### config.mk
export PLATFORM = sky130hd
export DESIGN_NAME = width_converter
export DESIGN_NICKNAME = d
export VERILOG_FILES = /design/src/wc_pkg.sv /design/src/packet_if.sv /design/src/width_converter.sv /design/src/flit_unpacker.sv /design/src/packet_fifo.sv /design/src/flit_packer.sv
export VERILOG_INCLUDE_DIRS = /design/src
export SDC_FILE = /design/constraint.sdc
export NUM_CORES = 1
export LEC_CHECK = 0
export BUFFER_PORTS_ARGS = -buffer_cell sky130_fd_sc_hd__clkbuf_2
export CAP_MARGIN = 20
export CORE_UTILIZATION = 55
export DETAILED_ROUTE_END_ITERATION = 8
export PLACE_DENSITY_LB_ADDON = 0.3
export SETUP_SLACK_MARGIN = 0.1
export SYNTH_ARGS = -nofsm -noshare
export SYNTH_HDL_FRONTEND = slang
export SYNTH_HIERARCHICAL = 1
export SYNTH_SLANG_ARGS = --single-unit
### constraint.sdc
create_clock -name clk -period 12.94 [get_ports clk]
set_clock_uncertainty 0.2 [all_clocks]
set_input_delay 0.647 -clock clk [delete_from_list [all_inputs] [get_ports clk]]
set_output_delay 0.647 -clock clk [all_outputs]
set_load 0.1 [all_outputs]
### src/wc_config.svh
// ###############################################
// Widths must give equal packet sizes on both sides.
// Pop flits are not narrower than push flits. FIFO depth is at least 2.
// ###############################################
`ifndef WC_CONFIG_SVH
`define WC_CONFIG_SVH

// Four 32-bit flits per packet on the push side.
`define WC_PUSH_FLIT_WIDTH 32
`define WC_PUSH_FLITS 4

// Two 64-bit flits per packet on the pop side.
`define WC_POP_FLIT_WIDTH 64
`define WC_POP_FLITS 2

`define WC_SIDEBAND_WIDTH 4
`define WC_FIFO_DEPTH 2 // Whole packets held between packer and unpacker.

`endif
### src/wc_pkg.sv
// ###############################################
// Packet union and width types. Both union views must have the same width.
// ###############################################
`include "wc_config.svh"

package wc_pkg;

  typedef logic [`WC_PUSH_FLIT_WIDTH-1:0] push_flit_t;
  typedef logic [`WC_POP_FLIT_WIDTH-1:0]  pop_flit_t;
  typedef logic [`WC_SIDEBAND_WIDTH-1:0]  sideband_t;

  // Flit counters and FIFO bookkeeping.
  typedef logic [$clog2(`WC_PUSH_FLITS)-1:0]     push_idx_t;
  typedef logic [$clog2(`WC_POP_FLITS)-1:0]      pop_idx_t;
  typedef logic [$clog2(`WC_FIFO_DEPTH)-1:0]     fifo_ptr_t;
  typedef logic [$clog2(`WC_FIFO_DEPTH + 1)-1:0] fifo_cnt_t;

  // One packet seen as push flits or as pop flits.
  // Flit 0 sits in the low bits of either view.
  typedef union packed {
    push_flit_t [`WC_PUSH_FLITS-1:0] push_flits;
    pop_flit_t  [`WC_POP_FLITS-1:0]  pop_flits;
  } packet_word_u;

endpackage

### src/packet_if.sv
// ###############################################
// One whole packet with valid/ready. Payload holds while valid waits.
// ###############################################
`timescale 1ns/10ps

interface packet_if import wc_pkg::*; ();

  logic         valid;
  logic         ready;
  packet_word_u data;
  sideband_t    sideband;

  modport source (
    output valid,
    output data,
    output sideband,
    input  ready
  );

  modport sink (
    input  valid,
    input  data,
    input  sideband,
    output ready
  );

endinterface

### src/width_converter.sv
// ###############################################
// 32-bit push flits in, 64-bit pop flits out, four push flits per packet.
// ###############################################
`timescale 1ns/10ps

module width_converter import wc_pkg::*; (
  input  logic       clk,
  input  logic       rst,

  // Push side.
  input  logic       push_valid,
  output logic       push_ready,
  input  push_flit_t push_data,
  input  sideband_t  push_sideband,

  // Pop side.
  output logic       pop_valid,
  input  logic       pop_ready,
  output pop_flit_t  pop_data,
  output sideband_t  pop_sideband
);

  packet_if packed_pkt ();
  packet_if buffered ();

  flit_packer flit_packer_inst (
    .clk           (clk),
    .rst           (rst),
    .push_valid    (push_valid),
    .push_ready    (push_ready),
    .push_data     (push_data),
    .push_sideband (push_sideband),
    .packed_pkt    (packed_pkt.source)
  );

  // Whole packets wait here while the pop side is stalled.
  packet_fifo packet_fifo_inst (
    .clk        (clk),
    .rst        (rst),
    .packed_pkt (packed_pkt.sink),
    .buffered   (buffered.source)
  );

  flit_unpacker flit_unpacker_inst (
    .clk          (clk),
    .rst          (rst),
    .buffered     (buffered.sink),
    .pop_valid    (pop_valid),
    .pop_ready    (pop_ready),
    .pop_data     (pop_data),
    .pop_sideband (pop_sideband)
  );

endmodule

### src/flit_unpacker.sv
// ###############################################
// Sends a held packet as two pop flits. The next packet loads with the last flit.
// ###############################################
`timescale 1ns/10ps
`include "wc_config.svh"

module flit_unpacker import wc_pkg::*; (
  input  logic      clk,
  input  logic      rst,
  packet_if.sink    buffered,
  output logic      pop_valid,
  input  logic      pop_ready,
  output pop_flit_t pop_data,
  output sideband_t pop_sideband
);

  pop_idx_t     pop_idx;
  logic         hold_valid;
  logic         last_flit;
  logic         pop_xfer;
  logic         load;
  packet_word_u hold_word;
  sideband_t    hold_sideband;

  assign last_flit = pop_idx == pop_idx_t'(`WC_POP_FLITS - 1);
  assign pop_xfer  = hold_valid && pop_ready;

  // Take a packet when empty, or as the last flit of the current one leaves.
  assign buffered.ready = !hold_valid || (pop_ready && last_flit);
  assign load           = buffered.valid && buffered.ready;

  // ###############################################
  // Flit sequencing
  // ###############################################

  always_ff @(posedge clk) begin
    if (rst) begin
      hold_valid <= 1'b0;
      pop_idx    <= '0;
    end else if (load) begin
      hold_valid <= 1'b1;
      pop_idx    <= '0;
    end else if (pop_xfer) begin
      if (last_flit) begin
        hold_valid <= 1'b0;
        pop_idx    <= '0;
      end else begin
        pop_idx <= pop_idx + 1'b1;
      end
    end
  end

  always_ff @(posedge clk) begin
    if (load) begin
      hold_word     <= buffered.data;
      hold_sideband <= buffered.sideband;
    end
  end

  // ###############################################
  // Pop outputs
  // ###############################################

  assign pop_valid    = hold_valid;
  assign pop_data     = hold_word.pop_flits[pop_idx]; // Pop view of the union.
  assign pop_sideband = hold_sideband; // Same sideband on every flit of the packet.

endmodule

### src/packet_fifo.sv
// ###############################################
// Circular buffer of whole packets. Ready is combinational from the read side.
// ###############################################
`timescale 1ns/10ps
`include "wc_config.svh"

module packet_fifo import wc_pkg::*; (
  input  logic   clk,
  input  logic   rst,
  packet_if.sink   packed_pkt,
  packet_if.source buffered
);

  packet_word_u mem_data [`WC_FIFO_DEPTH];
  sideband_t    mem_sideband [`WC_FIFO_DEPTH];
  fifo_ptr_t    wr_ptr;
  fifo_ptr_t    rd_ptr;
  fifo_cnt_t    count;
  logic         full;
  logic         empty;
  logic         wr_en;
  logic         rd_en;

  function automatic fifo_ptr_t next_ptr(input fifo_ptr_t ptr);
    if (ptr == fifo_ptr_t'(`WC_FIFO_DEPTH - 1)) begin
      return '0;
    end
    return ptr + 1'b1;
  endfunction

  assign full  = count == fifo_cnt_t'(`WC_FIFO_DEPTH);
  assign empty = count == '0;

  // A full FIFO still takes a write when the head leaves in the same cycle.
  assign packed_pkt.ready = !full || buffered.ready;
  assign wr_en            = packed_pkt.valid && packed_pkt.ready;
  assign rd_en            = buffered.valid && buffered.ready;

  // ###############################################
  // Storage
  // ###############################################

  always_ff @(posedge clk) begin
    if (wr_en) begin
      mem_data[wr_ptr]     <= packed_pkt.data;
      mem_sideband[wr_ptr] <= packed_pkt.sideband;
    end
  end

  // Head entry comes straight from the register array.
  assign buffered.valid    = !empty;
  assign buffered.data     = mem_data[rd_ptr];
  assign buffered.sideband = mem_sideband[rd_ptr];

  // ###############################################
  // Pointers and occupancy
  // ###############################################

  always_ff @(posedge clk) begin
    if (rst) begin
      wr_ptr <= '0;
      rd_ptr <= '0;
    end else begin
      if (wr_en) begin
        wr_ptr <= next_ptr(wr_ptr);
      end
      if (rd_en) begin
        rd_ptr <= next_ptr(rd_ptr);
      end
    end
  end

  always_ff @(posedge clk) begin
    if (rst) begin
      count <= '0;
    end else begin
      case ({wr_en, rd_en})
        2'b10:   count <= count + 1'b1;
        2'b01:   count <= count - 1'b1;
        default: count <= count; // Both or neither leave the level unchanged.
      endcase
    end
  end

endmodule

### src/flit_packer.sv
// ###############################################
// Packs four push flits into one packet. No push is taken while a packet waits.
// ###############################################
`timescale 1ns/10ps
`include "wc_config.svh"

module flit_packer import wc_pkg::*; (
  input  logic       clk,
  input  logic       rst,
  input  logic       push_valid,
  output logic       push_ready,
  input  push_flit_t push_data,
  input  sideband_t  push_sideband,
  packet_if.source   packed_pkt
);

  push_idx_t    flit_idx;
  logic         last_flit;
  logic         push_xfer;
  logic         pkt_valid;
  packet_word_u pkt_word;
  sideband_t    pkt_sideband;

  // ###############################################
  // Push side
  // ###############################################

  assign push_ready = !pkt_valid; // A finished packet blocks new flits.
  assign push_xfer  = push_valid && push_ready;
  assign last_flit  = flit_idx == push_idx_t'(`WC_PUSH_FLITS - 1);

  always_ff @(posedge clk) begin
    if (rst) begin
      flit_idx <= '0;
    end else if (push_xfer) begin
      if (last_flit) begin
        flit_idx <= '0;
      end else begin
        flit_idx <= flit_idx + 1'b1;
      end
    end
  end

  // Each accepted flit lands in its own slot of the push view.
  always_ff @(posedge clk) begin
    if (push_xfer) begin
      pkt_word.push_flits[flit_idx] <= push_data;
      if (flit_idx == '0) begin
        pkt_sideband <= push_sideband; // Sideband is sampled on the first flit only.
      end
    end
  end

  // ###############################################
  // Packet side
  // ###############################################

  // Valid rises the cycle after the last flit and drops on the handoff.
  always_ff @(posedge clk) begin
    if (rst) begin
      pkt_valid <= 1'b0;
    end else if (push_xfer && last_flit) begin
      pkt_valid <= 1'b1;
    end else if (pkt_valid && packed_pkt.ready) begin
      pkt_valid <= 1'b0;
    end
  end

  assign packed_pkt.valid    = pkt_valid;
  assign packed_pkt.data     = pkt_word;
  assign packed_pkt.sideband = pkt_sideband;

endmodule

==> results of run 1 <==
==> worst paths after layout <==
kind / startpoint / to / slack [ps]
worst min-delay path: push_sideband[1] / flit_packer_inst/packed_pkt.sideband[1]$_DFFE_PP_ / 70
worst max register to register: flit_unpacker_inst/last_flit$_SDFFE_PP0P_ / packet_fifo_inst/mem_data[0][30]$_DFFE_PP_ / 9280
worst max-delay path: flit_unpacker_inst/last_flit$_SDFFE_PP0P_ / packet_fifo_inst/mem_data[0][30]$_DFFE_PP_ / 9280
worst min register to register: flit_packer_inst/packed_pkt.data[70]$_DFFE_PP_ / packet_fifo_inst/mem_data[0][70]$_DFFE_PP_ / 240
==> cell usage after synthesis, drive strengths merged <==
library cell | instances | area share
xnor2 | 2 | 0.00093
and3 | 1 | 0.00033
xor2 | 2 | 0.00093
buf | 23 | 0.011
ha | 5 | 0.0033
nor3b | 1 | 0.00040
mux2 | 197 | 0.12
nor2b | 3 | 0.0011
or2 | 1 | 0.00033
o21ai | 1 | 0.00026
or3b | 1 | 0.00060
inv | 4 | 0.00079
nand2 | 1 | 0.00060
nor2 | 12 | 0.0024
a21oi | 2 | 0.00053
or3 | 1 | 0.00033
edfxtp | 528 | 0.84
o21a | 1 | 0.00046
and2 | 4 | 0.0013
a2bb2oi | 1 | 0.00046
a21boi | 1 | 0.00040
mux2i | 2 | 0.0011
dfxtp | 10 | 0.011
==> layer usage <==
layer,wire length [um],global-route usage,share of wire,vias up
met2,14220,0.2754,0.51,171
li1,-,-,-,3493
met3,1380,0.03302,0.050,48
met1,11670,0.2094,0.42,3849
met4,555,0.04753,0.020,2
met5,17,0,0.00061,-
==> report_power, final <==
group | total (mW) | internal, mW | switching (mW)
combinational | 1.11 | 0.262 | 0.849
sequential | 2.21 | 2.12 | 0.0887
clock | 1.37 | 0.807 | 0.566
total | 4.69 | 3.19 | 1.50
==> cell type report <==
class | instances | area share
tap | 448 | 0.02606
inverter | 4 | 0.0006981
sequential | 538 | 0.7468
timing repair buffer | 120 | 0.03037
clock buffer | 73 | 0.06515
multi-input combinational | 239 | 0.1236
clock inverter | 19 | 0.007330
==> cells by family after synthesis <==
family / count (synthesis) / synth area share
AND/OR/NAND/NOR: 25 / 0.007414
flip-flops: 538 / 0.8494
buffers and inverters: 27 / 0.01132
AO/OA/AOI/OAI: 6 / 0.002118
multiplexers: 199 / 0.1246
adder cells (fa/ha/maj): 5 / 0.003310
XOR/XNOR: 4 / 0.001854
==> per-stage QoR <==
step | hold slack, ps | utilization | setup WS, ps
finish | 72.67 | 0.6382 | 9285
CTS | 50.96 | 0.6376 | 9194
detailed placement | 229.0 | 0.5914 | 9189
global route | 50.86 | 0.6382 | 8994
global placement | 221.2 | 0.5908 | 9257
floorplan | 221.5 | - | 5340
==> worst max-delay path, delay by kind of cell (launching register included) <==
kind / cells / cell delay (ps)
AO/OA/AOI/OAI: 1 / 330
buffers and inverters: 3 / 1670
flip-flops: 1 / 650
AND/OR/NAND/NOR: 3 / 310
==> registers in the layout, summed over array words and instances, names as in the netlist, named ones only <==
register	count
packet_fifo_inst/mem_data	256
flit_packer_inst/packed_pkt.data	128
flit_unpacker_inst/hold_word	128
packet_fifo_inst/mem_sideband	8
flit_packer_inst/packed_pkt.sideband	4
flit_unpacker_inst/pop_sideband	4
flit_packer_inst/flit_idx	2
packet_fifo_inst/count	2
flit_packer_inst/packed_pkt.valid	1
flit_unpacker_inst/last_flit	1
flit_unpacker_inst/pop_valid	1
packet_fifo_inst/rd_ptr	1
packet_fifo_inst/wr_ptr	1
==> flow_summary_export.csv, run 1 <==
group,metric,value,unit
floorplanning,dieHeight,187.4,um
global_route,antenna_found_initial,1,
sta,max_slew_margin,0.3006,
cells_and_area,drive_above_1_share,0.2628,
logic_synthesis,synthesis.nets,849,
cells_and_area,nFillCells,2257,
pwr,finalPower,4.690,mW
floorplanning,floorplan.initialDensity,0.5609,
placed_design,dp_cells,1348,
cells_and_area,diodes,0,
setup_path,startpoint_type,"flop",
cells_and_area,regArea,16060,um^2
cells_and_area,stdcell_area,21510,um^2
floorplanning,die_x,187.4,um
setup_path,worstPathRequired,12900,ps
placed_design,placed_cell_area,19930,um^2
sta,tns,0,ps
pwr,ir_drop,0.1346,mV
clocking,cts.htree.levels,2,
logic_synthesis,synth_warnings,6,
sta,layout_min_cycle_time,3655,ps
logic_synthesis,netlist_area,18900,um^2
logic_synthesis,synth_cell_types,28,
cells_and_area,final_cell_mix,"edfxtp_1, mux2_1, clkbuf_2",
sta,setup_violations,0,
cells_and_area,multi_input_area,2658,um^2
logic_synthesis,avgSynthCellArea,23.51,um^2
logic_synthesis,ys_seq_elements,538,
pwr,power_density,218.1,nW/um^2
setup_path,cpMostUsedCell,"buf_4",
clocking,cts_setup_buffers,0,
placed_design,gp_congestion,0.6751,
cells_and_area,syn_to_final_growth,13.79,%
global_route,grt_pass1_wl,42920,um
setup_path,cp_max_fo,75,
placed_design,io_buffers,109,
logic_synthesis,ys_seq_area_frac,0.8494,
min_path,holdPathStages,1,
min_path,worstHoldPathType,"in2reg",
clocking,cts_tree,"built",
clocking,root_buffer,"clkbuf_16",
job,maxCapViolCount,0,
floorplanning,rows,67,
pwr,p_leak,7.128,nW
sta,slew_violations,0,
setup_path,crit_chain,"a21boi_0 > inv_1 > or3b_4 > nand2_4 > nor2_4 > buf_4 > buf_4",
clocking,clk_pin_slew,60,ps
global_route,grt_max_degree,82,
sta,worst_pin_slew,1049,ps
sta,fin_crit_sh,0.2825,
clocking,cts_hold_buf,0,
setup_path,r2r.worst_path.cells,7,
clocking,clkLatencyLatePin,550,ps
setup_path,worstSetupPathType,"reg2reg",
drt,ant_nets,0,
drt,drc,0,
cells_and_area,nets,998,
clocking,numClockSinks,538,
status,status,"finished clean",
setup_path,cp_slowest_stage_delay,880,ps
global_route,track_usage,0.1609,
sta,fmax,273.6,MHz
global_route,grt_overflow,0,
drt,drtIter0Drc,522,
clocking,clockBufferDepth,3,
logic_synthesis,postSynthCellCount,804,
drt,via_per_inst,5.248,
cells_and_area,final_cells,1441,
floorplanning,io_pins,110,
setup_path,end_kind,"flop",
sta,final_hold_viol_count,0,
clocking,ctsResizeCount,0,
floorplanning,dieArea,35110,um^2
drt,dr.pass1.iters,4,
cells_and_area,final_common_cell,"edfxtp_1",
floorplanning,core_area,33700,um^2
setup_path,worstPathArrival,3610,ps
placed_design,hpwl,15070,um
global_route,grt_pass1_vias,7820,
drt,vias,7563,
clocking,cts_buffers,50,
setup_path,slowest_stage,"buf_4",
drt,wl_per_cell,19.33,um
sta,rsz0062_at_grt,"no",
drt,wl,27850,um
Power figures use the tool's default switching activity.
==> inputs of run 2 (changes only) <==
- clock period: 12.94 -> 3.7 ns (I/O delays scaled with it)
==> flow_summary_export.csv, run 2 (synthesis gave the netlist of run 1 again) <==
group,metric,value,unit
sta,rsz0062_at_grt,"no",
global_route,track_usage,0.1661,
floorplanning,floorplan.initialDensity,0.5609,
floorplanning,io_pins,110,
clocking,clkLatencyLatePin,550,ps
cells_and_area,drive_above_1_share,0.2649,
drt,wl,28420,um
floorplanning,dieHeight,187.4,um
cells_and_area,stdcell_area,22080,um^2
sta,final_hold_viol_count,0,
setup_path,r2r.worst_path.cells,5,
cells_and_area,max_flop_register,"packet_fifo_inst/mem_data",
floorplanning,rows,67,
pwr,power_density,754.6,nW/um^2
cells_and_area,syn_to_final_growth,16.81,%
placed_design,hpwl,15410,um
setup_path,worstSetupPathType,"reg2out",
status,status,"finished clean",
sta,setup_violations,0,
drt,drc,0,
sta,fmax,309.7,MHz
clocking,cts_tree,"built",
drt,drtIter0Drc,531,
clocking,ctsResizeCount,0,
sta,worst_pin_slew,940.9,ps
clocking,numClockSinks,538,
setup_path,worstPathArrival,2840,ps
pwr,p_leak,7.370,nW
drt,ant_nets,0,
sta,tns,0,ps
global_route,grt_pass1_wl,44020,um
floorplanning,die_x,187.4,um
cells_and_area,nFillCells,2210,
placed_design,pre_cts_slack,974.3,ps
placed_design,io_buffers,109,
drt,dr.pass1.iters,4,
clocking,cts_buffers,52,
setup_path,rrSetupSlack,950,ps
cells_and_area,largest_reg_flops,256,
global_route,grt_pass1_vias,7949,
floorplanning,dieArea,35110,um^2
clocking,cts.htree.levels,2,
setup_path,cp_max_fo,35,
global_route,antenna_found_initial,1,
setup_path,worstPathRequired,3310,ps
drt,wl_per_cell,19.06,um
clocking,cts_setup_buffers,0,
placed_design,placed_cell_area,20050,um^2
sta,layout_min_cycle_time,3229,ps
clocking,root_buffer,"clkbuf_16",
sta,slew_violations,0,
clocking,cts_hold_buf,40,
sta,setup_ws,470.6,ps
floorplanning,core_area,33700,um^2
cells_and_area,final_common_cell,"edfxtp_1",
cells_and_area,nets,1043,
job,maxCapViolCount,0,
global_route,grt_overflow,0,
sta,fin_crit_sh,0.8728,
setup_path,startpoint_type,"flop",
drt,via_per_inst,5.155,
cells_and_area,final_cell_mix,"edfxtp_1, mux2_1, clkbuf_2",
drt,vias,7686,
setup_path,end_kind,"primary output",
pwr,ir_drop,0.5862,mV
global_route,grt_max_degree,133,
min_path,worstHoldPathType,"in2reg",
sta,fin_hold_ws,142.6,ps
clocking,clk_pin_slew,60,ps
clocking,clockBufferDepth,3,
min_path,holdPathStages,2,
sta,max_slew_margin,0.3714,
placed_design,gp_congestion,0.7039,
[run 2: changes by cell type in the layout (fill, tap and decap cells not counted)]
| cell | previous run | this run |
|---|---|---|
| clkinv_2 | 3 | 8 |
| buf_4 | 9 | 6 |
| clkbuf_8 | 0 | 2 |
| diode_2 | 0 | 1 |
| dfxtp_1 | 8 | 7 |
| dlygate4sd3_1 | 0 | 40 |
| clkinv_1 | 12 | 16 |
| dfxtp_4 | 2 | 3 |
| clkinvlp_4 | 1 | 3 |
| buf_12 | 2 | 8 |
| inv_6 | 0 | 2 |
| clkbuf_1 | 20 | 11 |
[run 2: stage by stage]
step             util  power [mW]  instances
2_1_floorplan       -       11.21        804
3_3_place_gp   0.5950       11.81       1352
3_5_place_dp   0.5950       11.84       1352
4_1_cts        0.6551       16.84       1490
5_1_grt        0.6551       17.23       1490
6_report       0.6552       16.66       1491
[run 2: area by class of cell]
cell class	instances	area, um^2	area share
Clock buffer	66	1395	0.06319
Timing Repair Buffer	163	1151	0.05214
Sequential cell	538	16070	0.7277
Multi-Input combinational cell	239	2658	0.1204
Tap cell	448	560.5	0.02539
Antenna cell	1	2.502	0.0001133
Clock inverter	32	230.2	0.01043
Inverter	4	15.01	0.0006800
[run 2: report_power, final]
| group | leakage (nW) | switching (mW) | internal, mW | total (mW) |
|---|---|---|---|---|
| logic | 1.71 | 3.01 | 1.00 | 4.01 |
| clock network | 0.789 | 2.07 | 2.87 | 4.94 |
| registers | 4.87 | 0.303 | 7.41 | 7.71 |
[run 2: path summary, 6_finish.rpt]
path | from | end
hold reg to reg | flit_packer_inst/packed_pkt.data[18]$_DFFE_PP_ | packet_fifo_inst/mem_data[1][18]$_DFFE_PP_
setup / recovery | flit_unpacker_inst/last_flit$_SDFFE_PP0P_ | pop_data[16]
setup reg to reg | flit_unpacker_inst/pop_valid$_SDFFE_PP0P_ | packet_fifo_inst/mem_data[1][96]$_DFFE_PP_
hold / removal | push_sideband[3] | flit_packer_inst/packed_pkt.sideband[3]$_DFFE_PP_
[run 2: critical path, stage by stage (launching register included)]
cell	delay [ps]
dfxtp_4	340
buf_4	490
buf_4	590
mux2_2	420
clkbuf_2	370
[run 2: per-layer routing]
metal	vias to the layer above	routed length, um	global-route usage	part of all wire
li1	3583	-	-	-
met2	147	14250	0.2802	0.50
met4	0	594	0.05285	0.021
met3	49	1237	0.03021	0.044
met1	3907	12340	0.2210	0.43
met5	-	0	0	0
==> inputs of run 3 (changes only) <==
- CORE_ASPECT_RATIO: unset -> 0.9
==> flow_summary_export.csv, run 3 (synthesis gave the netlist of run 1 again) <==
group,metric,value,unit
status,status,"finished clean",
sta,setup_ws,425.8,ps
setup_path,cp_slowest_stage_delay,820,ps
drt,vias,7745,
sta,worst_pin_slew,1062,ps
cells_and_area,largest_reg_flops,256,
global_route,grt_overflow,0,
setup_path,reg2reg_to,"packet_fifo_inst/mem_data[0][49]$_DFFE_PP_",
global_route,grt_pass1_vias,7885,
setup_path,r2r_start,"flit_unpacker_inst/pop_valid$_SDFFE_PP0P_",
setup_path,worstSetupPathType,"reg2out",
floorplanning,rows,64,
sta,slew_violations,0,
global_route,grt_max_degree,102,
setup_path,worstPathRequired,3310,ps
global_route,track_usage,0.1679,
clocking,clockBufferDepth,3,
pwr,ir_drop,0.5570,mV
sta,setup_violations,0,
floorplanning,floorplan.initialDensity,0.5580,
sta,max_slew_margin,0.2903,
setup_path,path_buf_inv,3,
setup_path,rrSetupSlack,750,ps
drt,drtIter0Drc,391,
placed_design,io_buffers,109,
clocking,cts_tree,"built",
drt,wl_per_cell,19.33,um
setup_path,cpMostUsedCell,"buf_4",
placed_design,pre_cts_slack,777.8,ps
setup_path,cpLargestDelayFamily,"buffers and inverters",
cells_and_area,drive_above_1_share,0.2623,
min_path,min_from,"push_sideband[3]",
min_path,worstHoldPathType,"in2reg",
clocking,cts_setup_buffers,0,
clocking,ctsResizeCount,0,
setup_path,slowest_stage,"buf_4",
pwr,p_leak,7.298,nW
clocking,cts.htree.levels,2,
setup_path,r2r.worst_path.cells,6,
setup_path,end_kind,"primary output",
sta,final_hold_viol_count,0,
job,maxCapViolCount,0,
clocking,cts_buffers,51,
floorplanning,io_pins,110,
min_path,min_delay_worst_endpoint,"flit_packer_inst/packed_pkt.sideband[3]$_DFFE_PP_",
global_route,antenna_found_initial,0,
setup_path,worstPathArrival,2890,ps
sta,fmax,305.4,MHz
setup_path,cp_max_fo,46,
floorplanning,dieArea,35110,um^2
placed_design,hpwl,15800,um
pwr,power_density,744.3,nW/um^2
clocking,clkLatencyLatePin,550,ps
sta,tns,0,ps
setup_path,startpoint_type,"flop",
floorplanning,core_area,33870,um^2
clocking,cts_hold_buf,40,
sta,layout_min_cycle_time,3274,ps
sta,rsz0062_at_grt,"no",
global_route,grt_pass1_wl,43790,um
clocking,numClockSinks,538,
drt,wl,28970,um
placed_design,gp_congestion,0.6790,
cells_and_area,max_flop_register,"packet_fifo_inst/mem_data",
drt,drc,0,
drt,ant_nets,0,
clocking,root_buffer,"clkbuf_16",
floorplanning,dieHeight,177.9,um
cells_and_area,nets,1044,
cells_and_area,final_common_cell,"edfxtp_1",
min_path,holdPathStages,2,
cells_and_area,final_cell_mix,"edfxtp_1, mux2_1, clkbuf_2",
setup_path,crit_chain,"buf_4 > buf_4 > mux2_2 > clkbuf_2",
floorplanning,die_x,197.4,um
cells_and_area,nFillCells,2243,
clocking,clk_pin_slew,60,ps
drt,via_per_inst,5.167,
cells_and_area,syn_to_final_growth,15.78,%
sta,fin_crit_sh,0.8849,
cells_and_area,diodes,0,
drt,dr.pass1.iters,4,
[run 3: changes by cell type in the layout (fill, tap and decap cells not counted), sizes merged]
cell / before / now
buf: 14 / 16
bufinv: 3 / 0
clkbuf: 175 / 179
clkinv: 24 / 19
clkinvlp: 3 / 1
diode: 1 / 0
inv: 6 / 5
[run 3: cell type report]
class | count | area [um^2] | share of cell area
repair buffers | 165 | 1091 | 0.04985
well taps | 462 | 578.1 | 0.02641
clock buffers | 70 | 1378 | 0.06295
multi-input cells | 239 | 2658 | 0.1214
inverters | 4 | 15.01 | 0.0006861
clock inverters | 21 | 98.84 | 0.004517
flip-flops and latches | 538 | 16070 | 0.7342
[run 3: metal layers]
metal	wire length, um	track usage	vias to the layer above
li1	-	-	3578
met1	12540	0.2197	3956
met2	14280	0.2859	159
met3	1569	0.03497	52
met4	590	0.04780	0
met5	0	0	-
[run 3: stage by stage]
stage	util	total power [mW]	std cells	cell area [um^2]	hold slack, ps
finish	0.6461	16.29	1499	21880	165.9
global route	0.6461	16.85	1499	21880	175.4
CTS	0.6461	16.49	1499	21880	131.2
detailed placement	0.5907	11.82	1368	20010	164.1
global placement	0.5907	11.77	1368	20010	162.5
floorplan	-	11.21	804	18920	47.70
[run 3: where the power goes]
group / total (mW) / internal [mW] / switching (mW)
combinational: 4.04 / 0.966 / 3.08
sequential: 7.63 / 7.40 / 0.227
clock: 4.61 / 2.59 / 2.02
[run 3: worst max path at each step]
stage,slack (ps),cells after the start,endpoint,from
finish,430,4,pop_data[62],flit_unpacker_inst/last_flit$_SDFFE_PP0P_
floorplan,120,6,packet_fifo_inst/mem_data[0][0]$_DFFE_PP_,flit_unpacker_inst/last_flit$_SDFFE_PP0P_
global placement,830,6,packet_fifo_inst/mem_data[0][32]$_DFFE_PP_,flit_unpacker_inst/pop_valid$_SDFFE_PP0P_
global route,320,4,pop_data[9],flit_unpacker_inst/last_flit$_SDFFE_PP0P_
detailed placement,780,6,packet_fifo_inst/mem_data[0][93]$_DFFE_PP_,flit_unpacker_inst/pop_valid$_SDFFE_PP0P_
CTS,340,4,pop_data[62],flit_unpacker_inst/last_flit$_SDFFE_PP0P_
